===== src/hw/cache_pkg.sv =====
/*
 * cache shared definitions
 * address split, data types, controller states and the request
 * bundles exchanged between controller, arrays and banked memory
 */
`default_nettype none

package cache_pkg;

    // address split 5 / 8 / 3
    localparam int TAG_W          = 5;
    localparam int INDEX_W        = 8;
    localparam int WORDS_PER_LINE = 4;

    typedef logic [15:0]                         addr_t;
    typedef logic [15:0]                         word_t;
    typedef logic [TAG_W-1:0]                    tag_t;
    typedef logic [INDEX_W-1:0]                  index_t;
    // word within a line, also the bank number
    typedef logic [$clog2(WORDS_PER_LINE)-1:0]   word_sel_t;

    typedef enum logic [3:0] {
        IDLE,
        WR_CHECK,
        MISS_CHECK,
        WB_ISSUE,
        WB_DRAIN,
        FILL_ISSUE,
        FILL_WAIT,
        WR_ALLOC,
        RD_FINISH
    } ctrl_state_t;

    // processor request, rd and wr never together
    typedef struct packed {
        logic  rd;
        logic  wr;
        addr_t addr;
        word_t wdata;
    } cpu_req_t;

    // single word memory access, one cycle strobe
    typedef struct packed {
        logic  rd;
        logic  wr;
        addr_t addr;
        word_t wdata;
    } mem_req_t;

    typedef struct packed {
        tag_t tag;
        logic valid;
        logic dirty;
    } line_meta_t;

    // one word write, metadata optional
    typedef struct packed {
        logic       en;
        index_t     index;
        word_sel_t  word;
        word_t      data;
        logic       set_meta;
        line_meta_t meta;
    } array_wr_t;

endpackage

`default_nettype wire

===== src/hw/cache_ctrl.sv =====
/*
 * cache controller
 * hit detection, dirty victim write-back, line refill and
 * write allocate, sequenced by one FSM with word counters
 */
`default_nettype none

module cache_ctrl #(
    parameter int MEM_LATENCY = 4
) (
    input  logic                                 clk,
    input  logic                                 arst_n,
    input  cache_pkg::cpu_req_t                  cpu_req,
    input  cache_pkg::line_meta_t                line_meta,
    input  cache_pkg::word_t                     line_word,
    output cache_pkg::array_wr_t                 array_wr,
    output cache_pkg::index_t                    lookup_index,
    output cache_pkg::word_sel_t                 lookup_word,
    output cache_pkg::mem_req_t                  mem_req,
    input  cache_pkg::word_t                     mem_rdata,
    input  logic                                 mem_rvalid,
    input  logic [cache_pkg::WORDS_PER_LINE-1:0] mem_busy,
    output cache_pkg::word_t                     rdata,
    output logic                                 done,
    output logic                                 hit,
    output logic                                 stall
);

    localparam int ADDR_W   = $bits(cache_pkg::addr_t);
    localparam int SEL_W    = $bits(cache_pkg::word_sel_t);
    localparam int OFFSET_W = ADDR_W - cache_pkg::TAG_W - cache_pkg::INDEX_W;
    // byte bits below the word select
    localparam int BYTE_W   = OFFSET_W - SEL_W;
    localparam cache_pkg::word_sel_t LAST_WORD =
        cache_pkg::word_sel_t'(cache_pkg::WORDS_PER_LINE - 1);

    cache_pkg::ctrl_state_t state_q, state_d;
    cache_pkg::word_sel_t   issue_cnt_q, issue_cnt_d;
    cache_pkg::word_sel_t   ret_cnt_q, ret_cnt_d;

    cache_pkg::tag_t      req_tag;
    cache_pkg::index_t    req_index;
    cache_pkg::word_sel_t req_word;
    logic                 req_valid;
    logic                 tag_match;
    logic                 victim_dirty;

    // request address fields
    assign req_tag   = cpu_req.addr[ADDR_W-1 -: cache_pkg::TAG_W];
    assign req_index = cpu_req.addr[OFFSET_W +: cache_pkg::INDEX_W];
    assign req_word  = cpu_req.addr[BYTE_W +: SEL_W];
    assign req_valid = cpu_req.rd | cpu_req.wr;

    assign tag_match    = line_meta.valid && (line_meta.tag == req_tag);
    assign victim_dirty = line_meta.valid && line_meta.dirty;

    assign lookup_index = req_index;
    // addressed word, only meaningful with done
    assign rdata        = line_word;
    assign stall        = req_valid & ~done;

    always_comb begin
        state_d     = state_q;
        issue_cnt_d = issue_cnt_q;
        ret_cnt_d   = ret_cnt_q;
        lookup_word = req_word;
        done        = 1'b0;
        hit         = 1'b0;

        // default array update is the processor write, disabled
        array_wr            = '0;
        array_wr.index      = req_index;
        array_wr.word       = req_word;
        array_wr.data       = cpu_req.wdata;
        array_wr.meta.tag   = req_tag;
        array_wr.meta.valid = 1'b1;
        array_wr.meta.dirty = 1'b1;

        mem_req      = '0;
        mem_req.addr = cpu_req.addr;

        // refill words land in the line as they return
        if ((state_q == cache_pkg::FILL_ISSUE || state_q == cache_pkg::FILL_WAIT)
            && mem_rvalid) begin
            array_wr.en         = 1'b1;
            array_wr.word       = ret_cnt_q;
            array_wr.data       = mem_rdata;
            array_wr.set_meta   = 1'b1;
            array_wr.meta.dirty = 1'b0;
            ret_cnt_d           = ret_cnt_q + 1'b1;
        end

        case (state_q)
            cache_pkg::IDLE: begin
                // read hit finishes with no extra cycle
                if (cpu_req.rd) begin
                    if (tag_match) begin
                        done = 1'b1;
                        hit  = 1'b1;
                    end else begin
                        state_d = cache_pkg::MISS_CHECK;
                    end
                end else if (cpu_req.wr) begin
                    state_d = cache_pkg::WR_CHECK;
                end
            end
            cache_pkg::WR_CHECK: begin
                if (tag_match) begin
                    array_wr.en       = 1'b1;
                    array_wr.set_meta = 1'b1;
                    done              = 1'b1;
                    hit               = 1'b1;
                    state_d           = cache_pkg::IDLE;
                end else begin
                    // write miss, this cycle doubles as the victim check
                    state_d = victim_dirty ? cache_pkg::WB_ISSUE : cache_pkg::FILL_ISSUE;
                end
            end
            cache_pkg::MISS_CHECK: begin
                state_d = victim_dirty ? cache_pkg::WB_ISSUE : cache_pkg::FILL_ISSUE;
            end
            cache_pkg::WB_ISSUE: begin
                // victim word k goes to bank k under the stored tag
                lookup_word = issue_cnt_q;
                if (!mem_busy[issue_cnt_q]) begin
                    mem_req.wr    = 1'b1;
                    mem_req.addr  = {line_meta.tag, req_index, issue_cnt_q, {BYTE_W{1'b0}}};
                    mem_req.wdata = line_word;
                    issue_cnt_d   = issue_cnt_q + 1'b1;
                    if (issue_cnt_q == LAST_WORD) begin
                        state_d = cache_pkg::WB_DRAIN;
                    end
                end
            end
            cache_pkg::WB_DRAIN: begin
                if (mem_busy == '0) begin
                    state_d = cache_pkg::FILL_ISSUE;
                end
            end
            cache_pkg::FILL_ISSUE: begin
                if (!mem_busy[issue_cnt_q]) begin
                    mem_req.rd   = 1'b1;
                    mem_req.addr = {req_tag, req_index, issue_cnt_q, {BYTE_W{1'b0}}};
                    issue_cnt_d  = issue_cnt_q + 1'b1;
                    if (issue_cnt_q == LAST_WORD) begin
                        state_d = cache_pkg::FILL_WAIT;
                    end
                end
            end
            cache_pkg::FILL_WAIT: begin
                // last return closes the refill
                if (mem_rvalid && ret_cnt_q == LAST_WORD) begin
                    state_d = cpu_req.wr ? cache_pkg::WR_ALLOC : cache_pkg::RD_FINISH;
                end
            end
            cache_pkg::WR_ALLOC: begin
                // line is clean and resident, now merge the write
                array_wr.en       = 1'b1;
                array_wr.set_meta = 1'b1;
                done              = 1'b1;
                state_d           = cache_pkg::IDLE;
            end
            cache_pkg::RD_FINISH: begin
                done    = 1'b1;
                state_d = cache_pkg::IDLE;
            end
            default: begin
                state_d = cache_pkg::IDLE;
            end
        endcase
    end

    always_ff @(posedge clk or negedge arst_n) begin
        if (!arst_n) begin
            state_q     <= cache_pkg::IDLE;
            issue_cnt_q <= '0;
            ret_cnt_q   <= '0;
        end else begin
            state_q     <= state_d;
            issue_cnt_q <= issue_cnt_d;
            ret_cnt_q   <= ret_cnt_d;
        end
    end

    // memory sees one kind of strobe per cycle
    a_mem_excl: assert property (@(posedge clk) disable iff (!arst_n)
        !(mem_req.rd && mem_req.wr))
        else $error("mem rd and wr together");

    // completion only for a live request
    a_done_req: assert property (@(posedge clk) disable iff (!arst_n)
        done |-> req_valid)
        else $error("done without request");

    // fixed latency bounds the wait after the last fill strobe
    a_fill_bound: assert property (@(posedge clk) disable iff (!arst_n)
        $rose(state_q == cache_pkg::FILL_WAIT)
        |-> ##[1:MEM_LATENCY] (state_q != cache_pkg::FILL_WAIT))
        else $error("refill wait exceeds memory latency");

endmodule

`default_nettype wire


===== config.mk =====
export PLATFORM = sky130hd
export DESIGN_NAME = cache_ctrl
export DESIGN_NICKNAME = d
export VERILOG_FILES = /design/src/hw/cache_pkg.sv /design/src/hw/cache_ctrl.sv
export SDC_FILE = /design/constraint.sdc
export NUM_CORES = 1
export LEC_CHECK = 0
export CAP_MARGIN = 20
export CORE_ASPECT_RATIO = 0.7
export CORE_MARGIN = 1
export CORE_UTILIZATION = 25
export CTS_CLUSTER_DIAMETER = 50
export CTS_CLUSTER_SIZE = 28
export DETAILED_ROUTE_END_ITERATION = 6
export DONT_BUFFER_PORTS = 1
export PLACE_DENSITY = 0.37
export SYNTH_ARGS = -nofsm -noshare
export SYNTH_HDL_FRONTEND = slang
export SYNTH_SLANG_ARGS = --single-unit

===== constraint.sdc =====
create_clock -name clk -period 4.5 [get_ports clk]
set_clock_uncertainty 0.05 [all_clocks]
set_input_delay 0.45 -clock clk [delete_from_list [all_inputs] [get_ports clk]]
set_output_delay 0.45 -clock clk [all_outputs]
set_load 0.01 [all_outputs]

==> metrics.txt <==
status=finished, final reports clean; H-tree depth=1; FMAX=approximately 330 MHz; Layout Nets=approximately 220; gate count after technology mapping=about 190; CTS root buf=clkbuf_8; Rel. slew slack=0.4631; number of synthesized flops with an enable pin=0; Main synth FF type=dfrtp_1; Crit path arrival time=between 2000 and 3000 ps; max-slew violations=0; Clock Latency Late Sink=240 ps; critical path capture point type=output port; die width=96.46 µm; setup bufs post-CTS=0; Critical Path RT=around 4000 ps; Syn Nets=270; Detailed Route Iter0 Violations=59; CTS tree=done; # fillers=655; routability cong.=~0.9; final hold violation count=0; Avg Cell Area, Syn=8.306 µm²; # resized after CTS=0; DP Wirelength=roughly 3.3 mm; Initial Utilization=0.2660; maxcap violations=0; Leakage=between 0.0004 and 0.0005 µW; crit share post-route=0.6734; largest net degree at the start of global routing=23; global route total overflow=0; final core occ=0.2223; ant diodes=0; die area=about 6600 µm²; Synth warnings=0; Area growth syn-to-layout=-16.43%; Routed wire per std cell=around 19 µm; first-pass GRT wire length=around 5.3 mm; share of layout cells above drive strength 1=0.2741; drt pass-1 iters=4; Ports=about 180; Tmin final=3030 ps; Core ar.=slightly below 6000 µm²; Fin Hold WS=around 240 ps; crit start category=register; Worst VDD drop=around 0.00014 V; Post-Syn Area=around 1600 µm²; post-synthesis async set-or-reset flop share=1.000; Global Route Usage Sum=0.1098; row count=23; Port Buf Inserts=0; initial antenna violation count=0; Die H=~70 µm; Max clock buf depth=2; Tightest Hold Check Type=in2reg; flops & latches, synth=8; actual slew at the worst max-slew pin=just under 800 ps; crit path kind=reg2out; post-route DRC violation count=0; DR vias=around 1,100; Netlist cell types=44; Fin Setup TNS=0 ps; CTS Buf Count=3; clk sink count=8; Tot Pwr=~760 µW; Routed WL=approximately 3.9 mm; Max FO, Critical Path=17; # hold bufs at CTS=1; final setup fails=0; post-route ant nets=0; RSZ-0062 raised after global routing=false; vias per cell=~5.2; vias in the first global route=roughly 1,000; register area share after synthesis=0.1282; clk slew on worst S/H paths=40 ps; pwr dens=approximately 580 nW/µm²
## worst max-delay path, stage by stage, from the launching register on
cell	delay (ps)
dfrtp_1	650
nand2b_1	240
a211oi_2	670
buf_4	330
mux2_2	390
## synth_stat cells, types with 4 or more instances
library cell | instances | area share
inv_1 | 6 | 0.014
dfrtp_1 | 8 | 0.13
nand2_1 | 6 | 0.014
clkbuf_1 | 4 | 0.0096
buf_2 | 6 | 0.019
buf_4 | 47 | 0.23
xnor2_1 | 5 | 0.028
mux2_2 | 28 | 0.20
nor2_1 | 9 | 0.022
a21oi_1 | 4 | 0.013
and2_1 | 17 | 0.068
## cell usage in the layout (no fill, tap or decap), drive strengths merged, types with 3 or more instances in the layout
| cell | n |
|---|---|
| a21oi | 4 |
| and2 | 17 |
| clkbuf | 3 |
| dfrtp | 8 |
| inv | 6 |
| mux2 | 31 |
| nand2 | 6 |
| nand2b | 3 |
| nor2 | 9 |
| nor3 | 3 |
| nor4 | 3 |
| xnor2 | 5 |
| xor2 | 3 |
## per-stage QoR
stage	setup WS (ps)	instance area (µm²)	cells
after floorplan	2186	1562	188
after global placement	1816	1254	206
after detailed placement	1713	1254	206
after CTS	1458	1305	210
after global routing	1175	1305	210
final	1470	1305	210
## cell type report
type / count / area (µm²) / share of cell area
Inverter: 6 / 22.52 / 0.01726
Timing Repair Buffer: 2 / 17.52 / 0.01342
Tap cell: 75 / 93.84 / 0.07191
Multi-Input combinational cell: 116 / 929.6 / 0.7124
Clock buffer: 3 / 41.29 / 0.03164
Sequential cell: 8 / 200.2 / 0.1534
## sequential cells by signal, summed over array words and instances (netlist names)
signal,count
issue_cnt_q,2
state_q,4
ret_cnt_q,2
## worst paths after layout
| check | from | to | slack [ps] | cells after the start |
|---|---|---|---|---|
| hold / removal | cpu_req[32] | state_q[3] | 240 | 1 |
| min in group asynchronous | arst_n | issue_cnt_q[0] | 510 | 1 |
| max in group asynchronous | arst_n | state_q[2] | 3630 | 1 |
| hold reg to reg | ret_cnt_q[0] | ret_cnt_q[0] | 450 | 1 |
| setup reg to reg | state_q[2] | ret_cnt_q[1] | 2080 | 4 |
| setup / recovery | state_q[2] | array_wr[12] | 1470 | 4 |
## cell families (layout without fill, tap and decap cells)
| kind of cell | count (synthesis) | in the layout | synth area share |
|---|---|---|---|
| buffers and inverters | 64 | 11 | 0.2764 |
| adders and majority gates | 3 | 3 | 0.02243 |
| other | 1 | 1 | 0.002402 |
| DFF | 8 | 8 | 0.1282 |
| muxes | 33 | 33 | 0.2444 |
| and+or+nand+nor | 49 | 49 | 0.1787 |
| AOI/OAI and AO/OA | 22 | 22 | 0.1026 |
| xor gates and xnor gates | 8 | 8 | 0.04487 |
## power breakdown
group / switching, µW / total [µW] / internal (µW)
sequential: 79.5 / 187 / 108
combinational: 263 / 483 / 220
clock: 32.6 / 90.9 / 58.3
## per-layer routing
layer,global-route usage,vias up,share of wire
li1,-,487,-
met1,0.1325,526,0.38
met2,0.1849,60,0.52
met3,0.01667,16,0.073
met4,0.06801,0,0.024
met5,0,-,0
Power figures use the tool's default switching activity.
